**src/include/rp_consts.svh**
```systemverilog
`ifndef RP_CONSTS_SVH
`define RP_CONSTS_SVH

// Register select codes
`define RP_CS1            3'd0
`define RP_DS             3'd1
`define RP_ER1            3'd2
`define RP_AS             3'd3
`define RP_DA             3'd4
`define RP_DC             3'd5

// Function codes, CS1 bits 5:1
`define RP_FN_NOP         5'd0
`define RP_FN_SEEK        5'd2
`define RP_FN_RECAL       5'd3
`define RP_FN_DRVCLR      5'd4
`define RP_FN_PRESET      5'd8
`define RP_FN_PAKACK      5'd9
`define RP_FN_WRITE       5'd24
`define RP_FN_READ        5'd28

// CS1 bit positions
`define RP_CS1_GO         0
`define RP_CS1_RDY        7

// Pack geometry
`define RP_CYLS           815
`define RP_TRACKS         19
`define RP_SECTORS        20

// Busy times in clocks, and the width of the counter that times them
`define RP_SEEK_CYCLES    40
`define RP_XFER_CYCLES    25
`define RP_CNT_W          6

// Drive status bit positions
`define RP_DS_ATA         15
`define RP_DS_ERR         14
`define RP_DS_PIP         13
`define RP_DS_MOL         12
`define RP_DS_WRL         11
`define RP_DS_LST         10
`define RP_DS_PGM         9
`define RP_DS_DPR         8
`define RP_DS_DRY         7
`define RP_DS_VV          6

// Error register 1 bit positions
`define RP_ER1_ILF        0
`define RP_ER1_RMR        2
`define RP_ER1_IAE        10
`define RP_ER1_WLE        11

`endif

```
**src/verilog/rpPkg.sv**
```systemverilog
package rpPkg;

   // Plain register quantities
   typedef logic [15:0] rpWord_t;
   typedef logic [2:0]  rpRegAddr_t;
   typedef logic [4:0]  rpFunc_t;

   // Disk address fields
   typedef logic [9:0]  rpCyl_t;
   typedef logic [4:0]  rpTrack_t;
   typedef logic [4:0]  rpSector_t;

   // Full address, cylinder in the top bits
   typedef struct packed {
      rpCyl_t    cyl;
      rpTrack_t  track;
      rpSector_t sector;
   } rpDiskAddr_t;

   // One-cycle function launch
   typedef struct packed {
      logic    start;
      rpFunc_t func;
   } rpCmd_t;

   // One-cycle error set pulses
   typedef struct packed {
      logic ilf;
      logic iae;
      logic wle;
      logic rmr;
   } rpErrSet_t;

   // Media levels from the pack
   typedef struct packed {
      logic cd;
      logic wp;
   } rpMedia_t;

   // Function sequencer states
   typedef enum logic [1:0] {
      seqIdle,
      seqSeeking,
      seqTransferring,
      seqFinishing
   } rpSeqState_t;

endpackage

```
**src/verilog/rpControl.sv**
```systemverilog
`timescale 1ns/1ns
`include "rp_consts.svh"

module rpControl
(
   input  logic               clk,
   input  logic               rst,
   input  logic               clr,
   input  logic               wr,
   input  rpPkg::rpRegAddr_t  wrAddr,
   input  rpPkg::rpWord_t     wrData,
   input  rpPkg::rpRegAddr_t  rdAddr,
   input  logic               dry,
   input  logic               sectorAdvance,
   input  logic               addrClear,
   input  rpPkg::rpWord_t     er1,
   input  rpPkg::rpWord_t     ds,
   output rpPkg::rpWord_t     rdData,
   output rpPkg::rpCmd_t      cmd,
   output rpPkg::rpDiskAddr_t diskAddr,
   output logic               ataClr,
   output logic               daWrite,
   output logic               rmr
);

   rpPkg::rpFunc_t     cs1Func;
   rpPkg::rpDiskAddr_t nextAddr;
   logic               cs1Write;
   logic               dcWrite;
   logic               guarded;
   logic               recalGo;

   ////////////////////////////////////////////////////////////
   // Write decode
   ////////////////////////////////////////////////////////////

   // CS1, DA and DC only change while the drive is ready
   assign guarded  = wrAddr == `RP_CS1 || wrAddr == `RP_DA || wrAddr == `RP_DC;
   assign cs1Write = wr && wrAddr == `RP_CS1 && dry;
   assign daWrite  = wr && wrAddr == `RP_DA && dry;
   assign dcWrite  = wr && wrAddr == `RP_DC && dry;
   assign rmr      = wr && guarded && !dry;

   // Attention is write-one-to-clear
   assign ataClr = wr && wrAddr == `RP_AS && wrData[0];

   // GO launches straight from the write cycle
   assign cmd = '{start: cs1Write && wrData[`RP_CS1_GO], func: wrData[5:1]};

   // Recal takes the heads home
   assign recalGo = cmd.start && cmd.func == `RP_FN_RECAL;

   ////////////////////////////////////////////////////////////
   // Sector advance
   ////////////////////////////////////////////////////////////

   always_comb
   begin
      nextAddr = diskAddr;
      if (diskAddr.sector == `RP_SECTORS - 1)
      begin
         nextAddr.sector = '0;
         // Last sector rolls into the next track
         if (diskAddr.track == `RP_TRACKS - 1)
         begin
            nextAddr.track = '0;
            nextAddr.cyl   = (diskAddr.cyl == `RP_CYLS - 1) ? '0 : diskAddr.cyl + 1'b1;
         end
         else
            nextAddr.track = diskAddr.track + 1'b1;
      end
      else
         nextAddr.sector = diskAddr.sector + 1'b1;
   end

   ////////////////////////////////////////////////////////////
   // CS1 function, DA and DC
   ////////////////////////////////////////////////////////////

   always_ff @(posedge clk or posedge rst)
   begin
      if (rst)
      begin
         cs1Func  <= '0;
         diskAddr <= '0;
      end
      else
      begin
         if (clr)
            cs1Func <= '0;
         else if (cs1Write)
            cs1Func <= wrData[5:1];

         // Preset wins over everything
         if (addrClear)
            diskAddr <= '0;
         else
         begin
            // DA carries track and sector
            if (daWrite)
            begin
               diskAddr.track  <= wrData[12:8];
               diskAddr.sector <= wrData[4:0];
            end
            else if (sectorAdvance)
            begin
               diskAddr.track  <= nextAddr.track;
               diskAddr.sector <= nextAddr.sector;
            end

            // DC carries the cylinder
            if (recalGo)
               diskAddr.cyl <= '0;
            else if (dcWrite)
               diskAddr.cyl <= wrData[9:0];
            else if (sectorAdvance)
               diskAddr.cyl <= nextAddr.cyl;
         end
      end
   end

   ////////////////////////////////////////////////////////////
   // Read multiplexer
   ////////////////////////////////////////////////////////////

   always_comb
   begin
      rdData = '0;
      case (rdAddr)
         `RP_CS1:
         begin
            rdData[5:1]         = cs1Func;
            rdData[`RP_CS1_RDY] = dry;
         end
         `RP_DS:  rdData = ds;
         `RP_ER1: rdData = er1;
         // Single drive, so AS is just our attention bit
         `RP_AS:  rdData[0] = ds[`RP_DS_ATA];
         `RP_DA:  rdData = {3'b000, diskAddr.track, 3'b000, diskAddr.sector};
         `RP_DC:  rdData = {6'b000000, diskAddr.cyl};
         default: rdData = '0;
      endcase
   end

endmodule

```
**src/verilog/rpSequencer.sv**
```systemverilog
`timescale 1ns/1ns
`include "rp_consts.svh"

module rpSequencer
(
   input  logic               clk,
   input  logic               rst,
   input  logic               clr,
   input  rpPkg::rpCmd_t      cmd,
   input  rpPkg::rpDiskAddr_t diskAddr,
   input  rpPkg::rpMedia_t    media,
   output logic               dry,
   output logic               pip,
   output logic               sectorAdvance,
   output logic               addrClear,
   output logic               setAta,
   output logic               setLst,
   output logic               drvClr,
   output logic               volValid,
   output rpPkg::rpErrSet_t   errSet
);

   rpPkg::rpSeqState_t    state;
   logic [`RP_CNT_W-1:0]  count;
   logic                  positioning;

   logic fnSeek;
   logic fnRecal;
   logic fnRead;
   logic fnWrite;
   logic fnImmediate;
   logic fnLegal;
   logic badAddr;
   logic ilfHit;
   logic iaeHit;
   logic wleHit;

   ////////////////////////////////////////////////////////////
   // Function decode and launch checks
   ////////////////////////////////////////////////////////////

   assign fnSeek      = cmd.func == `RP_FN_SEEK;
   assign fnRecal     = cmd.func == `RP_FN_RECAL;
   assign fnRead      = cmd.func == `RP_FN_READ;
   assign fnWrite     = cmd.func == `RP_FN_WRITE;
   assign fnImmediate = cmd.func == `RP_FN_NOP || cmd.func == `RP_FN_DRVCLR ||
                        cmd.func == `RP_FN_PRESET || cmd.func == `RP_FN_PAKACK;
   assign fnLegal     = fnSeek || fnRecal || fnRead || fnWrite || fnImmediate;

   // Any field at or past its limit
   assign badAddr = diskAddr.cyl >= `RP_CYLS || diskAddr.track >= `RP_TRACKS ||
                    diskAddr.sector >= `RP_SECTORS;

   // Recal ignores DA and DC
   assign ilfHit = !fnLegal;
   assign iaeHit = (fnSeek || fnRead || fnWrite) && badAddr;
   assign wleHit = fnWrite && media.wp;

   // Ready and positioning levels come from the state
   assign dry = state == rpPkg::seqIdle;
   assign pip = state == rpPkg::seqSeeking || (state == rpPkg::seqFinishing && positioning);

   ////////////////////////////////////////////////////////////
   // Function FSM
   ////////////////////////////////////////////////////////////

   always_ff @(posedge clk or posedge rst)
   begin
      if (rst)
      begin
         state         <= rpPkg::seqIdle;
         count         <= '0;
         positioning   <= 1'b0;
         sectorAdvance <= 1'b0;
         addrClear     <= 1'b0;
         setAta        <= 1'b0;
         setLst        <= 1'b0;
         drvClr        <= 1'b0;
         volValid      <= 1'b0;
         errSet        <= '0;
      end
      else
      begin
         // Every output pulse lasts one clock
         sectorAdvance <= 1'b0;
         addrClear     <= 1'b0;
         setAta        <= 1'b0;
         setLst        <= 1'b0;
         drvClr        <= 1'b0;
         volValid      <= 1'b0;
         errSet        <= '0;

         if (clr)
            state <= rpPkg::seqIdle;
         else
            case (state)
               rpPkg::seqIdle:
                  if (cmd.start)
                  begin
                     errSet.ilf <= ilfHit;
                     errSet.iae <= iaeHit;
                     errSet.wle <= wleHit;
                     // A faulted launch only flags and raises attention
                     if (ilfHit || iaeHit || wleHit)
                        setAta <= 1'b1;
                     else if (fnSeek || fnRecal)
                     begin
                        state       <= rpPkg::seqSeeking;
                        count       <= `RP_CNT_W'(`RP_SEEK_CYCLES - 2);
                        positioning <= 1'b1;
                     end
                     else if (fnRead || fnWrite)
                     begin
                        state       <= rpPkg::seqTransferring;
                        count       <= `RP_CNT_W'(`RP_XFER_CYCLES - 2);
                        positioning <= 1'b0;
                     end
                     else
                     begin
                        // Done in one clock
                        drvClr    <= cmd.func == `RP_FN_DRVCLR;
                        addrClear <= cmd.func == `RP_FN_PRESET;
                        volValid  <= media.cd && (cmd.func == `RP_FN_PRESET ||
                                                  cmd.func == `RP_FN_PAKACK);
                     end
                  end

               rpPkg::seqSeeking, rpPkg::seqTransferring:
               begin
                  count <= count - 1'b1;
                  if (count == '0)
                     state <= rpPkg::seqFinishing;
               end

               // Last busy clock, completion pulses land with dry
               rpPkg::seqFinishing:
               begin
                  state         <= rpPkg::seqIdle;
                  setAta        <= positioning;
                  sectorAdvance <= !positioning;
                  setLst        <= !positioning && diskAddr.sector == `RP_SECTORS - 1;
               end

               default: state <= rpPkg::seqIdle;
            endcase
      end
   end

endmodule

```
**src/verilog/rpErrors.sv**
```systemverilog
`timescale 1ns/1ns
`include "rp_consts.svh"

module rpErrors
(
   input  logic             clk,
   input  logic             rst,
   input  logic             clr,
   input  logic             drvClr,
   input  rpPkg::rpErrSet_t errSet,
   input  logic             rmr,
   output rpPkg::rpWord_t   er1
);

   rpPkg::rpWord_t setMask;
   logic           clearAll;

   ////////////////////////////////////////////////////////////
   // Set pulses mapped onto ER1 positions
   ////////////////////////////////////////////////////////////

   always_comb
   begin
      setMask = '0;
      setMask[`RP_ER1_ILF] = errSet.ilf;
      // Refused writes come from the register file
      setMask[`RP_ER1_RMR] = rmr;
      setMask[`RP_ER1_IAE] = errSet.iae;
      setMask[`RP_ER1_WLE] = errSet.wle;
   end

   // Either clear beats a same-clock set
   assign clearAll = clr || drvClr;

   ////////////////////////////////////////////////////////////
   // Sticky ER1
   ////////////////////////////////////////////////////////////

   always_ff @(posedge clk or posedge rst)
   begin
      if (rst)
         er1 <= '0;
      else if (clearAll)
         er1 <= '0;
      else
         er1 <= er1 | setMask;
   end

endmodule

```
**src/verilog/rpStatus.sv**
```systemverilog
`timescale 1ns/1ns
`include "rp_consts.svh"

module rpStatus
(
   input  logic            clk,
   input  logic            rst,
   input  logic            clr,
   input  logic            ataClr,
   input  logic            setLst,
   input  logic            setAta,
   input  rpPkg::rpMedia_t media,
   input  logic            pip,
   input  logic            dry,
   input  logic            drvClr,
   input  logic            volValid,
   input  logic            daWrite,
   input  rpPkg::rpWord_t  er1,
   output rpPkg::rpWord_t  ds
);

   logic dsAta;
   logic dsLst;
   logic dsVv;
   logic dsErr;

   ////////////////////////////////////////////////////////////
   // Sticky bits
   ////////////////////////////////////////////////////////////

   // Attention, cleared by AS write, drive clear or controller clear
   always_ff @(posedge clk or posedge rst)
   begin
      if (rst)
         dsAta <= 1'b0;
      else if (clr || ataClr || drvClr)
         dsAta <= 1'b0;
      else if (setAta)
         dsAta <= 1'b1;
   end

   // Last sector, dropped by a new DA
   always_ff @(posedge clk or posedge rst)
   begin
      if (rst)
         dsLst <= 1'b0;
      else if (clr || daWrite)
         dsLst <= 1'b0;
      else if (setLst)
         dsLst <= 1'b1;
   end

   // Volume valid, lost as soon as the pack goes away
   always_ff @(posedge clk or posedge rst)
   begin
      if (rst)
         dsVv <= 1'b0;
      else if (clr || !media.cd)
         dsVv <= 1'b0;
      else if (volValid)
         dsVv <= 1'b1;
   end

   // Composite error, only ER1 here
   assign dsErr = er1 != '0;

   ////////////////////////////////////////////////////////////
   // Status word
   ////////////////////////////////////////////////////////////

   always_comb
   begin
      ds = '0;
      ds[`RP_DS_ATA] = dsAta;
      ds[`RP_DS_ERR] = dsErr;
      ds[`RP_DS_PIP] = pip;
      ds[`RP_DS_MOL] = media.cd;
      ds[`RP_DS_WRL] = media.wp;
      ds[`RP_DS_LST] = dsLst;
      // Always programmable, always present
      ds[`RP_DS_PGM] = 1'b1;
      ds[`RP_DS_DPR] = 1'b1;
      ds[`RP_DS_DRY] = dry;
      ds[`RP_DS_VV]  = dsVv;
   end

endmodule

```
**src/verilog/rpDrive.sv**
```systemverilog
`timescale 1ns/1ns

module rpDrive
(
   input  logic              clk,
   input  logic              rst,
   input  logic              clr,
   input  logic              wr,
   input  rpPkg::rpRegAddr_t wrAddr,
   input  rpPkg::rpWord_t    wrData,
   input  rpPkg::rpRegAddr_t rdAddr,
   output rpPkg::rpWord_t    rdData,
   input  rpPkg::rpMedia_t   media
);

   // Register file to sequencer
   rpPkg::rpCmd_t      cmd;
   rpPkg::rpDiskAddr_t diskAddr;

   // Sequencer levels and pulses
   logic               dry;
   logic               pip;
   logic               sectorAdvance;
   logic               addrClear;
   logic               setAta;
   logic               setLst;
   logic               drvClr;
   logic               volValid;
   rpPkg::rpErrSet_t   errSet;

   // Register file strobes
   logic               ataClr;
   logic               daWrite;
   logic               rmr;

   // Read-back words
   rpPkg::rpWord_t     er1;
   rpPkg::rpWord_t     ds;

   rpControl control_i
   (
      .clk           (clk),
      .rst           (rst),
      .clr           (clr),
      .wr            (wr),
      .wrAddr        (wrAddr),
      .wrData        (wrData),
      .rdAddr        (rdAddr),
      .dry           (dry),
      .sectorAdvance (sectorAdvance),
      .addrClear     (addrClear),
      .er1           (er1),
      .ds            (ds),
      .rdData        (rdData),
      .cmd           (cmd),
      .diskAddr      (diskAddr),
      .ataClr        (ataClr),
      .daWrite       (daWrite),
      .rmr           (rmr)
   );

   rpSequencer sequencer_i
   (
      .clk           (clk),
      .rst           (rst),
      .clr           (clr),
      .cmd           (cmd),
      .diskAddr      (diskAddr),
      .media         (media),
      .dry           (dry),
      .pip           (pip),
      .sectorAdvance (sectorAdvance),
      .addrClear     (addrClear),
      .setAta        (setAta),
      .setLst        (setLst),
      .drvClr        (drvClr),
      .volValid      (volValid),
      .errSet        (errSet)
   );

   rpErrors errors_i
   (
      .clk    (clk),
      .rst    (rst),
      .clr    (clr),
      .drvClr (drvClr),
      .errSet (errSet),
      .rmr    (rmr),
      .er1    (er1)
   );

   rpStatus status_i
   (
      .clk      (clk),
      .rst      (rst),
      .clr      (clr),
      .ataClr   (ataClr),
      .setLst   (setLst),
      .setAta   (setAta),
      .media    (media),
      .pip      (pip),
      .dry      (dry),
      .drvClr   (drvClr),
      .volValid (volValid),
      .daWrite  (daWrite),
      .er1      (er1),
      .ds       (ds)
   );

endmodule

```
**config.mk**
```make
export PLATFORM = sky130hd
export DESIGN_NAME = rpDrive
export DESIGN_NICKNAME = d
export VERILOG_FILES = /design/src/verilog/rpPkg.sv /design/src/verilog/rpControl.sv /design/src/verilog/rpSequencer.sv /design/src/verilog/rpErrors.sv /design/src/verilog/rpStatus.sv /design/src/verilog/rpDrive.sv
export VERILOG_INCLUDE_DIRS = /design/src /design/src/include
export SDC_FILE = /design/constraint.sdc
export NUM_CORES = 1
export LEC_CHECK = 0
export CAP_MARGIN = 25
export CORE_AREA = 2 2 99 101
export DETAILED_ROUTE_END_ITERATION = 10
export DIE_AREA = 0 0 101 103
export DONT_BUFFER_PORTS = 1
export GPL_TIMING_DRIVEN = 0
export SLEW_MARGIN = 10
export SYNTH_ARGS = -nofsm -noshare
export SYNTH_HDL_FRONTEND = slang
export SYNTH_SLANG_ARGS = --single-unit
```
**constraint.sdc**
```tcl
create_clock -name clk -period 5.3 [get_ports clk]
set_input_delay 0.53 -clock clk [delete_from_list [all_inputs] [get_ports clk]]
set_output_delay 0.53 -clock clk [all_outputs]
set_load 0.05 [all_outputs]
```
# After elaboration in Yosys (flattened, before gate mapping)
# Cells that the tools add are included.
# W data, S select, Z words.
[word_totals] in_bits=28 output_inout_bits=16 regBits=62
[classes] bitwise=3 magnitude_cmp=3 n_mux=68 addsub=4 eq_ne=28 reduce_logical=68
[op_table] op="$mux W10" count=7
[op_table] op="$mux W1" count=33
[op_table] op="$pmux W8 S4" count=1
[op_table] op="$mux W6" count=4
[op_table] op="$logic_or A1 B1 Y1" count=23
[op_table] op="$eq A5 B5 Y1 const B" count=4
[op_table] op="$mux W20" count=1
[op_table] op="$mux W5" count=4
[op_table] op="$pmux W5 S4" count=1
[op_table] op="$logic_and A1 B1 Y1" count=17
[op_table] op="$mux W16" count=1
[op_table] op="$or A16 B12 Y16" count=1
[op_table] op="$reduce_bool A16 Y1" count=1
[op_table] op="$mux W15" count=1
[op_table] op="$eq A3 B3 Y1 const B" count=4
[op_table] op="$mux W2" count=6
[op_table] op="$pmux W6 S2" count=1
[op_table] op="$reduce_bool A2 Y1" count=6
[op_table] op="$reduce_bool A4 Y1" count=3
[op_table] op="$add A10 B1 Y10 const B" count=1
[op_table] op="$add A5 B1 Y5 const B" count=2
[op_table] op="$eq A10 B10 Y1 const B" count=1
[op_table] op="$eq A5 B2 Y1 const B" count=2
[op_table] op="$eq A5 B4 Y1 const B" count=2
[op_table] op="30 further kinds" count=47

# Logic depth before layout (Yosys ltp)
# Gate-level depths: netlist (run 1).
[depth] word_depth=12 ltp_mapped=9 ltp_nobuf=8

# Modules after synthesis
# A second synthesis (run 1) with hierarchy kept.
[hier_totals] cells_unflattened=439 hier_area_um2=3828.7
[by_module_without_submodules] mod="rpControl" n_inst=1 area_per_inst_um2=2144.6 cells_per_inst=261
[by_module_without_submodules] mod="rpSequencer" n_inst=1 area_per_inst_um2=1182.4 cells_per_inst=122
[by_module_without_submodules] mod="rpStatus" n_inst=1 area_per_inst_um2=267.8 cells_per_inst=33
[by_module_without_submodules] mod="rpErrors" n_inst=1 area_per_inst_um2=234.0 cells_per_inst=23

# Worst setup path after synthesis (run 1)
# No wires, ideal clock.
[synth_timing] path_type="input port to output port" start="input port rdAddr[0]" end="output port rdData[2]" slack_ps=2524 t_required_ps=4770 t_arrival_ps=2246 path_stages=3 n_path_buf=2 cell_sequence="clkbuf_1 -> clkbuf_1 -> o32ai_1"
[synth_via] elab_chain_cells=2
[synth_lines] item="start, declared" line="rpDrive.sv:11" text="input rpPkg::rpRegAddr_t rdAddr,"
[synth_lines] item="$eq A3 B3 Y1, or another cell as far along" line="rpControl.sv:129" text="case (rdAddr)"
[synth_lines] item="$pmux W5 S4 *" line="rpControl.sv:129"
[synth_lines] item="end, declared" line="rpDrive.sv:12" text="output rpPkg::rpWord_t rdData,"
# Every way passes the cells marked *; elsewhere a longest branch is shown, timed or not.

# Worst setup path after layout (run 1)
[layout_timing] start="input port rdAddr[2]" end="output port rdData[9]"
[layout_via] elab_chain_cells=2
[layout_lines] item="$eq A3 B3 Y1, or another cell as far along" line="rpControl.sv:129"
[layout_lines] item="$pmux W8 S4 *" line="rpControl.sv:129"
# Marked as above.

==> impl_results.md, run 1 <==
* DRC at 0
* Netlist Area Pre-Place at approximately 3300 um2
* Final ANT Viol Nets at 0
* Crit path max-delay family: buffers and inverters
* Commonest non-fill, non-tap cell in the layout: dfrtp_1
* Core Rows at 36
* Antenna cells at 0
* Largest net degree at the start of global routing at 27
* Pwr dens at 368 nW/um2
* DR pass1 iterations at 4
* Total Wirelength at around 9.3 mm
* Die W at 101 um
* Crit Path Class: in2out
* Transition time of the tightest slew-check pin at 1.09 ns
* Compound-Gate Fraction of Synth Area at 0.220
* Delay of the slowest critical-path stage at 0.83 ns
* Yosys cell types at 66
* Filler cell count in the final layout at 971
* Post-CTS Setup Repair Bufs at 0
* Gp weighted congestion at about 0.86
* Fmax at 0.305 GHz
* Vias/cell at 5.80
* Commonest non-fill, non-tap cells in the layout: 50 x dfrtp_1, 43 x nor2_1, 39 x nand2_1
* Post-route cell area at 3610 um2
* Worst setup margin at 2.03 ns
* Worst Path Required at 4.77 ns
* Cts hold-fix bufs at 0
* Mux contribution to synthesized area at 0.0454
* Synth Net Count at 424
* Area leader, netlist: dfrtp_1
* Dpl hpwl at 6.85 mm
* IO Pins at 44
* Initial Utilization at 0.349
* Max-Cap Viols at 0
* Synth Register Bits at 50
* Final TNS setup at 0 ns
* Layout cells sized above 1 at 0.0934
* Initial antenna violation count at 0
* RSZ-0062 raised after global routing: no
* Storage element area at 1250 um2
* Min Clock Period, post-route at ~3.3 ns
* Global-route wire length before repair at ~15 mm
* Crit start category: input pin
* Total GRT Usage at 0.186
* Critical-path top delay cell: a21oi_1
* Crit path max fanout at 10
* Post-Synth Adder-Cell Area at 0.0417
* Outcome: finished, final reports clean
* Avg Inst Size Synth at 8.58 um2
* Register area share after synthesis at 0.379
* Synth Flop Type: dfrtp_1
* Worst IR drop on VDD at 0.137 mV
* Worst Skew at roughly 0.013 ns
* Syn Inst Count at 385
* FFs w/ async S/R, synth at 1.00
* Syn. warnings at 0
* Multi-input gate area at between 1500 and 2000 um2
* Worst rel slew slack at 0.278
* Average wire per standard cell at ~18 um
* Synth area leaders: dfrtp_1 38%, nor2_1 4.9%, mux2i_1 4.5%
* Number of global-route vias before repair at 2,759
* Largest family of logic cells by synthesized area: simple AND/OR/NAND/NOR gates
* Pleak at 1.53 nW
* Dpl cell area at roughly 3500 um2
* Final Hold Vio Count at 0
* Height of the die at 103 um
* Fin crit share at 0.618
* # nets final at 434
* Yosys top cell area share at 0.379
* Die Area at 10,400 um2
* H-Tree Depth at 2
* Clock Pin Slew Worst Setup and Hold Paths at 0.09 ns
* Post-CTS sizing at 0
* Number of synthesized flops with an enable pin at 0
* Clock buffer depth at 2
* Buffers plus inverters on the worst setup path at 2
* CP cell instances: clkbuf_1, clkinv_1, nor2_1, nand2_1, a21oi_1
* Place WS at 2.04 ns
* Num CTS Buffers at 5
* Clock Latency Late Sink at 0.32 ns
* IO Port Bufs at 0
* 1st-iter DRT viols at 249
* CTS tree: yes
* GRT overflow at 0
* Clock Sink Count at 50
* Root buf cell: clkbuf_8
* Post-Synth XOR/XNOR Area at 0.00530
* Core Box Area at 9460 um2
* Worst hold path type: in2async
* Final setup fails at 0
* Synth Area in Simple Gates at 0.265
* Area Growth Syn to Fin at 9.24%
* CP arrival at between 2 and 3 ns
* CP endpoint kind: output pin
* Final Max Tran Viols at 0
* Via Count at between 2,000 and 3,000
-- power breakdown --
part / internal, mW / switching, mW / total [mW]
clock: 0.141 / 0.142 / 0.283
sequential: 0.459 / 0.113 / 0.572
combinational: 0.187 / 0.286 / 0.473
total: 0.787 / 0.540 / 1.33
-- layer usage --
metal	vias up	routed length, um	track usage
li1	1422	-	-
met1	1451	4330	0.261
met2	75	4180	0.284
met3	10	644	0.0461
met4	0	134	0.0551
met5	-	0	0
-- cell usage after synthesis, types with 3 or more instances --
cell type / n
dfrtp_1: 50
nor2_1: 43
nand2_1: 39
a21oi_1: 23
mux2i_1: 15
o21ai_0: 15
o21ai_1: 15
inv_1: 13
nand3_1: 13
clkbuf_1: 12
nor3_1: 12
ha_1: 11
and3_1: 10
nor2b_1: 8
a211oi_1: 7
nand2b_1: 5
nand4_1: 5
o21a_1: 5
a22oi_1: 4
buf_2: 4
nand3b_1: 4
nor3b_1: 4
nor4_1: 4
o31ai_1: 4
a31oi_1: 3
or2_2: 3
-- final cells by class --
cell class	instances	share of cell area
Sequential cell	50	0.347
Clock inverter	2	0.0104
Tap cell	114	0.0395
Inverter	14	0.0146
Multi-Input combinational cell	302	0.534
Timing Repair Buffer	3	0.00971
Clock buffer	6	0.0201
Buffer	19	0.0253
-- stage by stage --
step	instances	hold WS [ns]	util	power [mW]
3_3_place_gp	499	0.435	0.364	1.02
5_1_grt	510	0.190	0.382	1.43
3_5_place_dp	501	0.447	0.369	1.04
6_report	510	0.155	0.382	1.33
2_1_floorplan	385	0.428	-	0.918
4_1_cts	509	0.169	0.381	1.33
-- sequential cells by signal, summed over array words and instances, names as in the netlist, 2 cells and up --
name,cells
control_i.cs1Func,5
control_i.diskAddr,20
errors_i.er1,4
sequencer_i.count,6
sequencer_i.errSet,3
sequencer_i.state,2
-- kinds of logic (layout without fill, tap and decap cells) --
group | Yosys count | in the layout
buffers and inverters | 33 | 44
multiplexers | 15 | 15
adder cells (fa/ha/maj) | 11 | 11
AO/OA/AOI/OAI | 107 | 107
flip-flops | 50 | 50
AND/OR/NAND/NOR | 167 | 167
XOR/XNOR | 2 | 2
-- final timing paths --
path,depth (start not counted),to,slack (ns),from
setup / recovery,5,rdData[9],2.03,rdAddr[2]
setup reg to reg,9,control_i.diskAddr[13],2.84,sequencer_i.state[0]
hold reg to reg,1,errors_i.er1[11],0.46,sequencer_i.errSet[1]
max in group asynchronous,2,control_i.diskAddr[10],4.60,rst
min in group clk,1,status_i.dsAta,0.33,wrAddr[1]
hold / removal,1,errors_i.er1[10],0.15,rst
Note: power is estimated with default switching activity, not from simulation.
==> run 2, diff against run 1 <==
==> constraint.sdc (replaced) <==
create_clock -name clk -period 3 [get_ports clk]
set_input_delay 0.3 -clock clk [delete_from_list [all_inputs] [get_ports clk]]
set_output_delay 0.3 -clock clk [all_outputs]
set_load 0.05 [all_outputs]
==> impl_results.md, run 2 (same netlist as run 1, synthesis figures left out) <==
* CTS tree: yes
* Initial Utilization at 0.349 (unchanged)
* Final std cells w/o fill at 511 (+0.20%)
* # nets final at 435 (+0.23%)
* Num CTS Buffers at 5 (unchanged)
* Crit path max fanout at 10 (unchanged)
* Post-CTS Setup Repair Bufs at 0 (unchanged)
* Commonest non-fill, non-tap cells in the layout: 50 x dfrtp_1, 43 x nor2_1, 39 x nand2_1
* Worst hold path type: in2reg
* Min Clock Period, post-route at 2.85 ns
* Dpl cell area at 3490 um2 (unchanged)
* Final TNS setup at 0 ns (unchanged)
* Crit Path Class: in2out
* R2R Path Start: sequencer_i.state[0]
* Post-route cell area at 3620 um2 (+0.38%)
* Multi-input gate area at 1930 um2 (+0.19%)
* Root buf cell: clkbuf_8
* Vias/cell at 5.92 (+2.0%)
* Total Wirelength at 9.31 mm (+0.18%)
* Final Hold Vio Count at 0 (unchanged)
* Die Area at 10,400 um2 (unchanged)
* H-Tree Depth at 2 (unchanged)
* Area Growth Syn to Fin at 9.66%
* Gp weighted congestion at 0.856 (unchanged)
* Clock Pin Slew Worst Setup and Hold Paths at 0.09 ns (about the same)
* Pwr dens at 646 nW/um2 (+76%)
* Place WS at 0.196 ns (-1.84 ns)
* Worst rel slew slack at 0.288 (+0.0102)
* Largest net degree at the start of global routing at 27 (unchanged)
* Clock Sink Count at 50 (unchanged)
* Total GRT Usage at 0.186 (+0.000287)
* Core Rows at 36 (unchanged)
* Final Max Tran Viols at 0 (unchanged)
* Worst IR drop on VDD at 0.242 mV (+76%)
* Commonest non-fill, non-tap cell in the layout: dfrtp_1
* Global-route wire length before repair at 14.9 mm (+0.18%)
* Number of flip-flops in the largest register at 20 (unchanged)
* IO Port Bufs at 0 (unchanged)
* Worst hold path startpoint: wrAddr[1]
* Sink of the worst hold path: status_i.dsAta
* Transition time of the tightest slew-check pin at 1.07 ns (-0.0153 ns)
* Average wire per standard cell at 18.2 um (about the same)
* R2r setup slk at 0.54 ns (-2.30 ns)
* Reg2reg end: control_i.diskAddr[13]
* Final ANT Viol Nets at 0 (unchanged)
* RSZ-0062 raised after global routing: no
* Top reg by flops: control_i.diskAddr
* CP endpoint kind: output pin
* Initial antenna violation count at 0 (unchanged)
* Fmax at 0.351 GHz
* Worst setup margin at 0.154 ns (-1.87 ns)
* Core Box Area at 9460 um2 (unchanged)
* Storage element area at 1250 um2 (unchanged)
* Hold depth at 1
* CP arrival at 2.55 ns (-0.19 ns)
* Min Hold Slack at 0.0979 ns (-0.0569 ns)
* Placed Cells incl. Taps at 501 (unchanged)
* Top Registers: control_i.diskAddr: 20 flops, sequencer_i.count: 6 flops, control_i.cs1Func: 5 flops
* Dpl hpwl at 6.85 mm (unchanged)
* 1st-iter DRT viols at 254 (+2.0%)
* GRT overflow at 0 (unchanged)
* Worst Path Required at 2.70 ns (-2.07 ns)
* Crit start category: input pin
* Final setup fails at 0 (unchanged)
* R2R cell count at 9 (unchanged)
* Height of the die at 103 um (unchanged)
* Fin crit share at 0.949
* Max-Cap Viols at 0 (unchanged)
* Clock Latency Late Sink at 0.32 ns (about the same)
* Critical path origin: rdAddr[2]
* IO Pins at 44 (unchanged)
* Die W at 101 um (unchanged)
* Number of global-route vias before repair at 2,764 (+0.18%)
* Layout cells sized above 1 at 0.0957 (+0.00228)
* Filler cell count in the final layout at 969 (-0.21%)
* DR pass1 iterations at 5 (+1)
* Antenna cells at 0 (unchanged)
* Worst Skew at 0.00909 ns (-0.00396 ns)
* Outcome: finished, final reports clean
* Clock buffer depth at 2 (unchanged)
* Via Count at 3,023 (+2.2%)
* DRC at 0 (unchanged)
* Pleak at 1.53 nW (+0.28%)
==> run 2: area by class of cell <==
class | instances | area share
clock buffer | 6 | 0.0200
inverter | 14 | 0.0145
clock inverter | 2 | 0.0104
sequential | 50 | 0.345
tap | 114 | 0.0394
timing repair buffer | 4 | 0.0124
buffer | 19 | 0.0252
multi-input combinational | 302 | 0.533
==> run 2: how the worst max path moves through the flow <==
stage | cells after the start | slack, ns | endpoint
after detailed placement | 5 | 0.20 | rdData[9]
after global placement | 5 | 0.34 | rdData[8]
after floorplan | 3 | 0.68 | rdData[2]
after global routing | 5 | 0.007 | rdData[9]
final | 5 | 0.15 | rdData[9]
after CTS | 5 | 0.20 | rdData[9]
==> run 2: metrics by stage <==
step	power, mW	utilization
final	2.34	0.383
after global routing	2.53	0.383
after CTS	2.34	0.382
after detailed placement	1.84	0.369
after global placement	1.81	0.364
after floorplan	1.62	-
==> run 2: timing repair <==
action                                  CTS  global route
hold endpoints to repair                 24             0
resized for setup                         0             1
hold buffers                              1             0
endpoints found under the setup margin    0             1
==> run 2: metal layers <==
metal  global-route usage  wire, um  part of all wire
met5                    0         0                 0
met4               0.0551       156             0.017
met3               0.0461       765             0.082
met2                0.285      4160              0.45
met1                0.261      4220              0.45
==> run 2: critical path, cell delays in order <==
cell	delay, ns
clkbuf_1	0.47
clkinv_1	0.48
nor2_1	0.36
nand2_1	0.09
a21oi_1	0.83
==> run 2: power by group <==
| group | internal, mW | switching (mW) | leakage [nW] | total, mW |
|---|---|---|---|---|
| combinational | 0.332 | 0.505 | 0.836 | 0.837 |
| sequential | 0.810 | 0.196 | 0.646 | 1.01 |
| clock | 0.249 | 0.248 | 0.0514 | 0.498 |
| total | 1.39 | 0.949 | 1.53 | 2.34 |
